===== src/hw/gc_pkg.sv =====
package gc_pkg;

    ////////////////////////////////////////////////////////////////////////////
    // Privilege levels
    typedef logic [1:0] privilege_t;

    localparam privilege_t USER_PRIV       = 2'b00;
    localparam privilege_t SUPERVISOR_PRIV = 2'b01;
    localparam privilege_t MACHINE_PRIV    = 2'b11;

    ////////////////////////////////////////////////////////////////////////////
    // Trap causes, synchronous exceptions only
    typedef logic [4:0] exception_code_t;

    localparam exception_code_t INST_ADDR_MISALIGNED = 5'd0;
    localparam exception_code_t ILLEGAL_INST         = 5'd2;
    localparam exception_code_t BREAKPOINT           = 5'd3;
    localparam exception_code_t LOAD_ADDR_MISALIGNED = 5'd4;
    localparam exception_code_t LOAD_FAULT           = 5'd5;
    localparam exception_code_t STORE_AMO_FAULT      = 5'd7;

    ////////////////////////////////////////////////////////////////////////////
    // Instruction encodings
    // Returns and WFI are matched on the whole word
    localparam logic [31:0] MRET_INSTR = 32'h3020_0073;
    localparam logic [31:0] SRET_INSTR = 32'h1020_0073;
    localparam logic [31:0] WFI_INSTR  = 32'h1050_0073;

    localparam logic [6:0] SYSTEM_OPCODE   = 7'b1110011;
    localparam logic [6:0] MISC_MEM_OPCODE = 7'b0001111;
    localparam logic [6:0] SFENCE_FN7      = 7'b0001001;

    // One exception source as seen by the selector
    typedef struct packed {
        logic valid;
        logic possible;
        exception_code_t code;
        logic [31:0] tval;
        logic [31:0] pc;
    } exception_src_t;

    // Selected exception
    typedef struct packed {
        logic valid;
        exception_code_t code;
        logic [31:0] tval;
        logic [31:0] pc;
    } exception_out_t;

    // Registered command from the issue stage
    typedef struct packed {
        logic ifence;
        logic sfence;
        logic mret;
        logic sret;
        logic flush;
        logic addr_only;
        logic [31:0] target;
    } gc_cmd_t;

    // TLB flush request
    typedef struct packed {
        logic valid;
        logic addr_only;
        logic [31:0] addr;
    } sfence_t;

    // Global controls to the rest of the core
    typedef struct packed {
        logic fetch_hold;
        logic issue_hold;
        logic init_clear;
        logic fetch_ifence;
        logic pc_override;
        logic [31:0] pc;
    } gc_outputs_t;

endpackage


===== src/hw/exception_select.sv =====
`timescale 1ns/1ns

module exception_select #(
    parameter int NUM_SOURCES = 3
) (
    input gc_pkg::exception_src_t [NUM_SOURCES-1:0] sources,
    output gc_pkg::exception_out_t exception,
    output logic possible_exception
);
    import gc_pkg::*;

    logic [NUM_SOURCES-1:0] src_valid;
    logic [NUM_SOURCES-1:0] src_possible;
    exception_code_t [NUM_SOURCES-1:0] src_code;
    logic [NUM_SOURCES-1:0][31:0] src_tval;
    logic [NUM_SOURCES-1:0][31:0] src_pc;

    // Split the structs into plain vectors so each field can be muxed
    for (genvar i = 0; i < NUM_SOURCES; i++) begin : gen_unpack
        assign src_valid[i]    = sources[i].valid;
        assign src_possible[i] = sources[i].possible;
        assign src_code[i]     = sources[i].code;
        assign src_tval[i]     = sources[i].tval;
        assign src_pc[i]       = sources[i].pc;
    end

    // Any source that may still fault keeps the core from moving on
    assign possible_exception = |src_possible;
    assign exception.valid = |src_valid;

    one_hot_mux #(.OPTIONS(NUM_SOURCES), .data_t(exception_code_t)) u_code_mux (
        .one_hot (src_valid),
        .choices (src_code),
        .sel     (exception.code)
    );

    one_hot_mux #(.OPTIONS(NUM_SOURCES), .data_t(logic [31:0])) u_tval_mux (
        .one_hot (src_valid),
        .choices (src_tval),
        .sel     (exception.tval)
    );

    one_hot_mux #(.OPTIONS(NUM_SOURCES), .data_t(logic [31:0])) u_pc_mux (
        .one_hot (src_valid),
        .choices (src_pc),
        .sel     (exception.pc)
    );

endmodule


===== src/hw/gc_decode.sv =====
`timescale 1ns/1ns

module gc_decode (
    input logic clk,
    input logic rst,
    input logic issue_req,
    input logic [31:0] instr,
    input logic [31:0] pc,
    input logic [31:0] rs1_data,
    input gc_pkg::privilege_t privilege,
    input logic tvm,
    input logic tsr,
    input logic [31:0] mepc,
    input logic [31:0] sepc,
    output gc_pkg::gc_cmd_t cmd,
    output gc_pkg::exception_src_t local_exception
);
    import gc_pkg::*;

    localparam logic [2:0] FENCEI_FN3 = 3'b001;

    logic is_mret;
    logic is_sret;
    logic is_sfence;
    logic is_ifence;
    logic illegal;
    logic legal_issue;

    logic ifence_r;
    logic sfence_r;
    logic mret_r;
    logic sret_r;
    logic flush_r;
    logic exc_valid_r;
    logic addr_only_r;
    logic [31:0] target_r;
    logic [31:0] sfence_addr_r;
    logic [31:0] instr_r;
    logic [31:0] pc_r;

    ////////////////////////////////////////////////////////////////////////////
    // Classify
    assign is_mret = instr == MRET_INSTR;
    assign is_sret = instr == SRET_INSTR;
    // SFENCE.VMA with rd and funct3 zero
    assign is_sfence = (instr[6:0] == SYSTEM_OPCODE) & (instr[31:25] == SFENCE_FN7) &
                       (instr[14:12] == 3'b000) & (instr[11:7] == 5'd0);
    assign is_ifence = (instr[6:0] == MISC_MEM_OPCODE) & (instr[14:12] == FENCEI_FN3);

    // Privilege checks
    always_comb begin
        case (privilege)
            USER_PRIV: illegal = is_sfence | is_sret | is_mret;
            SUPERVISOR_PRIV: illegal = (is_sfence & tvm) | (is_sret & tsr);
            MACHINE_PRIV: illegal = 1'b0;
            default: illegal = 1'b0;
        endcase
    end

    // WFI is accepted but needs no front-end action
    assign legal_issue = issue_req & ~illegal;

    ////////////////////////////////////////////////////////////////////////////
    // Command pulses one cycle after issue
    always_ff @(posedge clk) begin
        if (rst) begin
            ifence_r <= 1'b0;
            sfence_r <= 1'b0;
            mret_r <= 1'b0;
            sret_r <= 1'b0;
            flush_r <= 1'b0;
            exc_valid_r <= 1'b0;
        end else begin
            ifence_r <= legal_issue & is_ifence;
            sfence_r <= legal_issue & is_sfence;
            mret_r <= legal_issue & is_mret;
            sret_r <= legal_issue & is_sret;
            flush_r <= legal_issue & (is_ifence | is_sfence | is_mret | is_sret);
            exc_valid_r <= issue_req & illegal;
        end
    end

    // Payload
    always_ff @(posedge clk) begin
        if (issue_req) begin
            instr_r <= instr;
            pc_r <= pc;
        end
        if (legal_issue) begin
            addr_only_r <= |instr[19:15];
            sfence_addr_r <= rs1_data;
            target_r <= is_mret ? mepc : (is_sret ? sepc : pc + 32'd4);
        end else if (sfence_r) begin
            // Target carries the flush address once the PC override is done
            target_r <= sfence_addr_r;
        end
    end

    assign cmd = '{
        ifence: ifence_r,
        sfence: sfence_r,
        mret: mret_r,
        sret: sret_r,
        flush: flush_r,
        addr_only: addr_only_r,
        target: target_r
    };

    // Raised on the first cycle, so never reported as possible
    assign local_exception = '{
        valid: exc_valid_r,
        possible: 1'b0,
        code: ILLEGAL_INST,
        tval: instr_r,
        pc: pc_r
    };

endmodule


===== src/hw/gc_fsm.sv =====
`timescale 1ns/1ns

module gc_fsm #(
    parameter int INIT_CLEAR_DEPTH = 8,
    parameter int TLB_CLEAR_DEPTH = 4
) (
    input logic clk,
    input logic rst,
    input gc_pkg::gc_cmd_t cmd,
    input gc_pkg::exception_out_t exception,
    input logic possible_exception,
    input logic interrupt_pending,
    input logic issue_valid,
    input logic outstanding_store,
    input logic [31:0] trap_vector,
    output gc_pkg::gc_outputs_t gc,
    output gc_pkg::sfence_t sfence,
    output logic interrupt_taken
);

    typedef enum logic [2:0] {
        RST,
        PRE_CLEAR,
        INIT_CLEAR,
        IDLE,
        WAIT_INTERRUPT,
        PRE_ISSUE_FLUSH,
        TLB_CLEAR,
        WAIT_WRITE
    } state_t;

    // Counter wide enough for the init clear, TLB clear reuses its low bits
    localparam int CNT_W = $clog2(INIT_CLEAR_DEPTH) + 1;

    state_t state;
    state_t next_state;
    logic [CNT_W-1:0] clear_count;
    logic init_clear_done;
    logic tlb_clear_done;

    logic sfence_pend;
    logic ifence_pend;
    logic addr_only_r;

    logic fetch_hold_r;
    logic issue_hold_r;
    logic init_clear_r;
    logic tlb_flush_r;
    logic trap_override_r;
    logic [31:0] trap_pc_r;

    // Take the interrupt once nothing older can still fault
    assign interrupt_taken = (state == WAIT_INTERRUPT) & interrupt_pending & issue_valid &
                             ~possible_exception & ~exception.valid & ~cmd.flush;

    ////////////////////////////////////////////////////////////////////////////
    // State machine
    always_ff @(posedge clk) begin
        if (rst) begin
            state <= RST;
        end else begin
            state <= next_state;
        end
    end

    always_comb begin
        next_state = state;
        case (state)
            RST: next_state = PRE_CLEAR;
            PRE_CLEAR: next_state = INIT_CLEAR;
            INIT_CLEAR: if (init_clear_done) next_state = IDLE;
            IDLE: begin
                if (cmd.flush | exception.valid) begin
                    next_state = PRE_ISSUE_FLUSH;
                end else if (interrupt_pending) begin
                    next_state = WAIT_INTERRUPT;
                end
            end
            WAIT_INTERRUPT: begin
                // Exception or a late command wins over the interrupt
                if (cmd.flush | exception.valid | interrupt_taken) begin
                    next_state = PRE_ISSUE_FLUSH;
                end else if (~interrupt_pending) begin
                    next_state = IDLE;
                end
            end
            PRE_ISSUE_FLUSH: begin
                if (sfence_pend) begin
                    next_state = TLB_CLEAR;
                end else if (ifence_pend) begin
                    next_state = WAIT_WRITE;
                end else begin
                    next_state = IDLE;
                end
            end
            TLB_CLEAR: begin
                if (tlb_clear_done) begin
                    next_state = outstanding_store ? WAIT_WRITE : IDLE;
                end
            end
            WAIT_WRITE: if (~outstanding_store) next_state = IDLE;
            default: next_state = RST;
        endcase
    end

    // Fence kind kept past the one-cycle command
    always_ff @(posedge clk) begin
        if (rst) begin
            sfence_pend <= 1'b0;
            ifence_pend <= 1'b0;
            addr_only_r <= 1'b0;
        end else if (cmd.flush & ~exception.valid) begin
            sfence_pend <= cmd.sfence;
            ifence_pend <= cmd.ifence;
            addr_only_r <= cmd.sfence & cmd.addr_only;
        end else if (next_state == IDLE) begin
            sfence_pend <= 1'b0;
            ifence_pend <= 1'b0;
            addr_only_r <= 1'b0;
        end
    end

    ////////////////////////////////////////////////////////////////////////////
    // Clear counter
    always_ff @(posedge clk) begin
        if (rst || next_state == IDLE) begin
            clear_count <= '0;
        end else if (next_state inside {INIT_CLEAR, TLB_CLEAR}) begin
            clear_count <= clear_count + 1'b1;
        end
    end

    assign init_clear_done = clear_count[CNT_W-1];
    // Single address flush needs one cycle only
    assign tlb_clear_done = clear_count[$clog2(TLB_CLEAR_DEPTH)] | addr_only_r;

    ////////////////////////////////////////////////////////////////////////////
    // Registered controls
    always_ff @(posedge clk) begin
        if (rst) begin
            fetch_hold_r <= 1'b1;
            issue_hold_r <= 1'b1;
            init_clear_r <= 1'b0;
            tlb_flush_r <= 1'b0;
            trap_override_r <= 1'b0;
        end else begin
            fetch_hold_r <= next_state inside {PRE_CLEAR, INIT_CLEAR, PRE_ISSUE_FLUSH,
                                               TLB_CLEAR, WAIT_WRITE};
            issue_hold_r <= next_state inside {PRE_CLEAR, INIT_CLEAR, WAIT_INTERRUPT,
                                               PRE_ISSUE_FLUSH, TLB_CLEAR, WAIT_WRITE};
            init_clear_r <= next_state == INIT_CLEAR;
            tlb_flush_r <= next_state inside {INIT_CLEAR, TLB_CLEAR};
            trap_override_r <= exception.valid | interrupt_taken;
        end
    end

    // Trap target, redirect follows one cycle later
    always_ff @(posedge clk) begin
        if (exception.valid | interrupt_taken) begin
            trap_pc_r <= trap_vector;
        end
    end

    // Commands redirect in the cycle they appear
    assign gc = '{
        fetch_hold: fetch_hold_r,
        issue_hold: issue_hold_r | possible_exception,
        init_clear: init_clear_r,
        fetch_ifence: cmd.ifence,
        pc_override: cmd.flush | trap_override_r,
        pc: cmd.flush ? cmd.target : trap_pc_r
    };

    assign sfence = '{
        valid: tlb_flush_r,
        addr_only: addr_only_r,
        addr: cmd.target
    };

endmodule


===== src/hw/gc_unit.sv =====
`timescale 1ns/1ns

module gc_unit #(
    parameter int NUM_EXT_EXCEPTIONS = 2,
    parameter int INIT_CLEAR_DEPTH = 8,
    parameter int TLB_CLEAR_DEPTH = 4
) (
    input logic clk,
    input logic rst,

    // Issue stage
    input logic issue_req,
    input logic [31:0] instr,
    input logic [31:0] pc,
    input logic [31:0] rs1_data,
    input logic issue_valid,

    // Privilege state
    input gc_pkg::privilege_t privilege,
    input logic tvm,
    input logic tsr,
    input logic [31:0] mepc,
    input logic [31:0] sepc,

    // Traps and ordering
    input gc_pkg::exception_src_t [NUM_EXT_EXCEPTIONS-1:0] ext_exceptions,
    input logic interrupt_pending,
    input logic outstanding_store,
    input logic [31:0] trap_vector,

    output gc_pkg::gc_outputs_t gc,
    output gc_pkg::exception_out_t exception,
    output gc_pkg::sfence_t sfence,
    output logic mret,
    output logic sret,
    output logic interrupt_taken
);
    import gc_pkg::*;

    gc_cmd_t cmd;
    exception_src_t local_exception;
    exception_src_t [NUM_EXT_EXCEPTIONS:0] all_sources;
    logic possible_exception;

    gc_decode u_decode (
        .clk             (clk),
        .rst             (rst),
        .issue_req       (issue_req),
        .instr           (instr),
        .pc              (pc),
        .rs1_data        (rs1_data),
        .privilege       (privilege),
        .tvm             (tvm),
        .tsr             (tsr),
        .mepc            (mepc),
        .sepc            (sepc),
        .cmd             (cmd),
        .local_exception (local_exception)
    );

    // Local illegal-instruction source sits at the top index
    assign all_sources = {local_exception, ext_exceptions};

    exception_select #(.NUM_SOURCES(NUM_EXT_EXCEPTIONS + 1)) u_select (
        .sources            (all_sources),
        .exception          (exception),
        .possible_exception (possible_exception)
    );

    gc_fsm #(
        .INIT_CLEAR_DEPTH (INIT_CLEAR_DEPTH),
        .TLB_CLEAR_DEPTH  (TLB_CLEAR_DEPTH)
    ) u_fsm (
        .clk                (clk),
        .rst                (rst),
        .cmd                (cmd),
        .exception          (exception),
        .possible_exception (possible_exception),
        .interrupt_pending  (interrupt_pending),
        .issue_valid        (issue_valid),
        .outstanding_store  (outstanding_store),
        .trap_vector        (trap_vector),
        .gc                 (gc),
        .sfence             (sfence),
        .interrupt_taken    (interrupt_taken)
    );

    assign mret = cmd.mret;
    assign sret = cmd.sret;

endmodule


===== src/hw/one_hot_mux.sv =====
`timescale 1ns/1ns

module one_hot_mux #(
    parameter int OPTIONS = 2,
    parameter type data_t = logic
) (
    input logic [OPTIONS-1:0] one_hot,
    input data_t [OPTIONS-1:0] choices,
    output data_t sel
);

    // AND-OR select, zero when no bit is set
    always_comb begin
        sel = '0;
        for (int i = 0; i < OPTIONS; i++) begin
            if (one_hot[i]) begin
                sel = sel | choices[i];
            end
        end
    end

endmodule


===== config.mk =====
export PLATFORM = sky130hd
export DESIGN_NAME = gc_unit
export DESIGN_NICKNAME = d
export VERILOG_FILES = /design/src/hw/gc_pkg.sv /design/src/hw/exception_select.sv /design/src/hw/gc_decode.sv /design/src/hw/gc_fsm.sv /design/src/hw/gc_unit.sv /design/src/hw/one_hot_mux.sv
export SDC_FILE = /design/constraint.sdc
export NUM_CORES = 1
export LEC_CHECK = 0
export BUFFER_PORTS_ARGS = -buffer_cell sky130_fd_sc_hd__buf_4
export CORE_AREA = 2 2 190 192
export DETAILED_ROUTE_END_ITERATION = 16
export DIE_AREA = 0 0 192 194
export GPL_ROUTABILITY_DRIVEN = 0
export PLACE_DENSITY_LB_ADDON = 0.05
export SYNTH_ARGS = -nofsm -noshare
export SYNTH_HDL_FRONTEND = slang
export SYNTH_HIERARCHICAL = 1
export SYNTH_SLANG_ARGS = --single-unit

===== constraint.sdc =====
create_clock -name clk -period 3 [get_ports clk]
set_input_delay 0 -clock clk [delete_from_list [all_inputs] [get_ports clk]]
set_output_delay 0 -clock clk [all_outputs]
set_load 0.03 [all_outputs]

Yosys cells after proc, flatten, opt, wreduce, memory -nomap -nowiden
Cells that the tools add are included.
Widths: inputs -> output; s select.
- register bits after elaboration: 182
- output and inout port bits: 144
- $add $sub $neg: 2
- equal/unequal tests: 21
- reduce and logical (&&, ||, !) cells: 13
- mux-type cells: 30
- bitwise logic cells: 41
- operators with widths (operator ; number):
    $mux 32 ; 11
    $or 32x32->32 ; 4
    $add 32x3->32 const B ; 1
    $eq 32x29->1 const B ; 1
    $eq 32x30->1 const B ; 1
    $mux 3 ; 10
    $eq 3x3->1 const B ; 8
    $pmux 3 s8 ; 1
    $and 1x1->1 ; 20
    $eq 7x4->1 const B ; 2
    $eq 3x2->1 const B ; 4
    $or 1x1->1 ; 12
    $mux 5 ; 2
    $eq 3x1->1 const B ; 3
    $eq 7x7->1 const B ; 1
    $logic_not 3->1 ; 2
    $reduce_bool 2->1 ; 3
    $reduce_bool 6->1 ; 1
    $logic_not 5->1 ; 1
    $or 5x5->5 ; 1
    $reduce_bool 5->1 ; 1
    $reduce_or 5->1 ; 1
    $add 4x1->4 const B ; 1
    $mux 1 ; 4
    8 further kinds ; 11

Depth between registers and ports, before layout
- depth in word-level cells: 12
- gate-level depth with buffers: 8

Hierarchy
Netlist, hierarchy kept.
- modules (own cells, without submodules) (module ; area an instance (µm²) ; times used ; cells an instance):
    gc_decode ; 6226.0 ; 1 ; 411
    gc_fsm ; 2449.8 ; 1 ; 200
    one_hot_mux at u_select.u_pc_mux ... ; 523.0 ; 2 ; 73
    one_hot_mux at u_select.u_code_mux ; 68.8 ; 1 ; 10
    exception_select ; 12.5 ; 1 ; 2

Worst setup path after synthesis
Ideal clock, no wire load.
- kind: input port to flip-flop
- start point: in ext_exceptions[140] (netlist name)
- end point: reg u_fsm.trap_pc_r[0], enable pin
- required time: 2.571 ns
- cell stages on the path: 4
- slack: 0.312 ns
- buffers on the path: 0
- arrival: 2.259 ns
- setup time: 0.429 ns
- cells stage by stage: or3_1 and2b_2 nand4_1 o21bai_1
- longest elaborated chain between the ends: 6
- RTL lines (what ; RTL line ; source):
    start: declaration ; gc_unit.sv:26 ; input gc_pkg::exception_src_t [NUM_EXT_EXCEPTIONS-1:0] ext_exceptions,
    $reduce_or 2->1 ; exception_select.sv:28 ; assign possible_exception = |src_possible;
    $not 1->1 ; gc_fsm.sv:54 ; ~possible_exception & ~exception.valid & ~cmd.flush;
    $and 1x1->1 ; gc_fsm.sv:53 ; assign interrupt_taken = (state == WAIT_INTERRUPT) & interrupt_pending & issue_valid &
    $and 1x1->1 (2 in series) ; gc_fsm.sv:54 ;
    $or 1x1->1 ; gc_fsm.sv:159 ; if (exception.valid | interrupt_taken) begin
    end signal: assignment ; gc_fsm.sv:160 ; trap_pc_r <= trap_vector;
    end: declaration ; gc_fsm.sv:50 ; logic [31:0] trap_pc_r;
Every way passes these cells.
A chain may end at the register's enable or synchronous reset.

Worst setup path in the final report
- start point: in instr[16]
- end point: reg u_decode.exc_valid_r
- longest elaborated chain between the ends: 5
- RTL lines (what ; RTL line ; source):
    start: declaration ; gc_unit.sv:13 ; input logic [31:0] instr,
    $eq 32x29->1 ; gc_decode.sv:44 ; assign is_sret = instr == SRET_INSTR;
    $and 1x1->1 or $or 1x1->1 (tied branches) ; gc_decode.sv:54, gc_decode.sv:53 ;
    $or 1x1->1 (on tied branches) ; gc_decode.sv:54, gc_decode.sv:53 ;
    $pmux 1 s2 * ; gc_decode.sv:52 ; case (privilege)
    $and 1x1->1 * ; gc_decode.sv:79 ; exc_valid_r <= issue_req & illegal;
    end signal: assignment ; gc_decode.sv:79 ;
    end: declaration ; gc_decode.sv:34 ; logic exc_valid_r;
Mark *: on every way between the ends. The rest lies on a longest branch, timed or not.

==> impl_metrics.toml <==
[power]
sw_frac_of_total_pct = 29.50
vdd_drop_max_v = 0.0004065
cellLeakagePower_nw = 6.688
p_int_mw = 4.912
power_frac_seq_pct = 44.0
power_mw = 6.967
p_switching_mw = 2.055
p_comb_share_pct = 23.6
p_per_area_nw_per_um2 = 451.0
pwr-share-clk_pct = 32.4

[global_routing]
overflow = 0
grt_max_degree = 70
grt_pass1_vias = 8918
grt_first_pass_wirelength_um = 54140
grt_use_total_pct = 19.64
antenna_found_initial = 2

[cts]
cts.clk_slew.worst_paths_ps = 70
clockBufferDepth = 2
cts_tree = "yes"
htreeDepth = 4
clock_latency_ps = 450
cts_num_sinks = 182
clock-root-buffer = "clkbuf_16"
numCtsBuffers = 17

[floorplanning]
die_x_um = 192
start_util_pct = 27.83
ios = 488
core-area_um2 = 35220
placementRows = 69
design.die.area_um2 = 37250
die_y_um = 194

[route]
num_vias = 8632
drt_wl_total_um = 38000
post_drt_wl_per_cell_um = 21.02
vias_per_cell = 4.774
ant_nets = 0
drtPass1Iterations = 6
drc = 0
drtIter0Drc = 569

[synth]
synth_top_cells_by_area = "edfxtp_1 (49%), a222oi_1 (7.0%), mux2_2 (4.9%), dfxtp_1 (4.3%), mux2i_1 (3.9%)"
synthTopCellsByCount = "edfxtp_1 (161), inv_1 (75), a222oi_1 (69)"
synth_seq_cells = 182
synth.cell_area_um2 = 9803
async_reset_ff_share_pct = 0
netlist_instances = 769
synth_edf_count = 161
ys_types = 72
post-synth-top-area-cell = "edfxtp_1"
synth_top_area_share_pct = 49.32
yosysMostFrequentCell = "edfxtp_1"
ys_seq_area_share_pct = 53.61
syn_avg_cell_area_um2 = 12.75
ys.flop_type = "edfxtp_1"
yosys_warnings = 6

[cells_and_area]
drive_above_1_share_pct = 46.21
fillers = 3412
area.sequential_um2 = 5258
design_area_um2 = 15450
multi_input_area_um2 = 3612
area_growth_pct = 57.59
fin_nets = 1679

[timing]
rsz0062_at_grt = "false"
timing_worst_slew_pin_value_ps = 804.7
timing.final.ws_setup_ps = 214.9
fmax_mhz = 359.1
hold_viol = 0
fin_crit_sh_pct = 92.84
setup_viol = 0
fin_crit_ps = 2785
clock_skew_ps = 14.00
drv_slew = 0
relSlewSlack_pct = 46.35
fin_tns_setup_ps = 0

[placement]
dp_hpwl_um = 29450
port_buffers = 487
preCtsSetupSlack_ps = 397.4
placed_area_um2 = 13530

[status]
outcome = "finished clean"

[setup_path]
cp_data_required_time_ps = 3380
worst_setup_path_start_kind = "input port"
crit_fanout = 4
cp.arrival_ps = 3160
end_kind = "flop"
worstSetupPathType = "in -> reg"

[job]
cap_violations = 0

[min_path]
hold_class = "in -> reg"
metrics by stage:
stage / std cells / hold WS, ps / util (%)
after detailed placement: 1643 / 179.3 / 38.41
final: 1808 / 33.11 / 43.86
after CTS: 1807 / 6.614 / 43.83
after floorplan: 773 / 71.61 / -
after global placement: 1643 / 178.6 / 38.41
after global routing: 1808 / 28.97 / 43.86
registers in the layout, summed over array words and instances, names as in the netlist, 3 cells and up:
name	flops
u_decode/instr_r	32
u_decode/pc_r	32
u_decode/sfence_addr_r	32
u_decode/target_r	32
u_fsm/clear_count	4
u_fsm/state	3
u_fsm/trap_pc_r	32
logic make-up (layout without fill, tap and decap cells):
family                   Yosys count  after routing  share of synthesized area [%]
AO/OA/AOI/OAI                    144            144                          13.30
XOR/XNOR                          15             15                          1.340
adder cells (fa/ha/maj)            2              2                         0.2552
buffers and inverters            171            744                          9.904
flip-flops                       182            182                          53.61
multiplexers                      99             99                          11.58
other                              2              7                        0.07661
AND/OR/NAND/NOR                  154            154                          9.943
cells in the final DEF (no fill, tap or decap), drive strengths merged, types with 18 or more instances in the layout:
cell type,count
a222oi,69
buf,503
clkbuf,18
dfxtp,21
dlygate4sd3,132
edfxtp,161
inv,85
mux2,61
mux2i,38
nand3,25
critical path, cell delays in order:
cell,delay (ps)
dlygate4sd3_1,540
buf_4,140
or4_4,600
nor4_2,380
o21bai_1,90
dlygate4sd3_1,560
nor4_1,260
dlygate4sd3_1,580
metal layers:
metal / track usage [%] / wire length, um / vias to the layer above
met4: 4.241 / 413 / 2
li1: - / - / 4119
met5: 0 / 13 / -
met3: 4.018 / 2250 / 28
met1: 21.57 / 14570 / 4171
met2: 38.17 / 20760 / 312
cell type report:
class                           instances  share of cell area, %
Timing Repair Buffer                  635                  33.16
Clock inverter                         14                  1.029
Sequential cell                       182                  34.03
Clock buffer                           18                  2.778
Inverter                               77                  1.871
Tap cell                              461                  3.734
Multi-Input combinational cell        420                  23.38
Antenna cell                            1                0.01620
final timing paths:
check	start	endpoint	slack, ps	cells past startpoint
setup / recovery	instr[16]	u_decode/exc_valid_r$_SDFF_PP0_	210	8
hold / removal	interrupt_pending	u_fsm/issue_hold_r$_SDFF_PP1_	30	5
setup reg to reg	u_decode/exc_valid_r$_SDFF_PP0_	u_fsm/clear_count[1]$_SDFFE_PP0P_	800	6
hold reg to reg	u_decode/ifence_r$_SDFF_PP0_	u_fsm/ifence_pend$_SDFFE_PP0P_	480	2
power groups by stage:
| stage | Clock (mW) | Combinational [mW] | Sequential (mW) |
|---|---|---|---|
| final | 2.26 | 1.64 | 3.06 |
| after global routing | 2.44 | 1.75 | 3.08 |
| after CTS | 2.34 | 1.66 | 3.07 |
| after detailed placement | 0 | 1.51 | 3.13 |
| after global placement | 0 | 1.50 | 3.13 |
| after floorplan | 0 | 0.802 | 3.07 |
what timing repair did:
action | 4_1_cts | 5_1_grt
resized for setup | 0 | 1
setup buffers | 0 | 0
hold buffers | 132 | 0
hold endpoints to repair | 147 | 0
endpoints found under the setup margin | 0 | 1
Note: power is estimated with default switching activity, not from simulation.
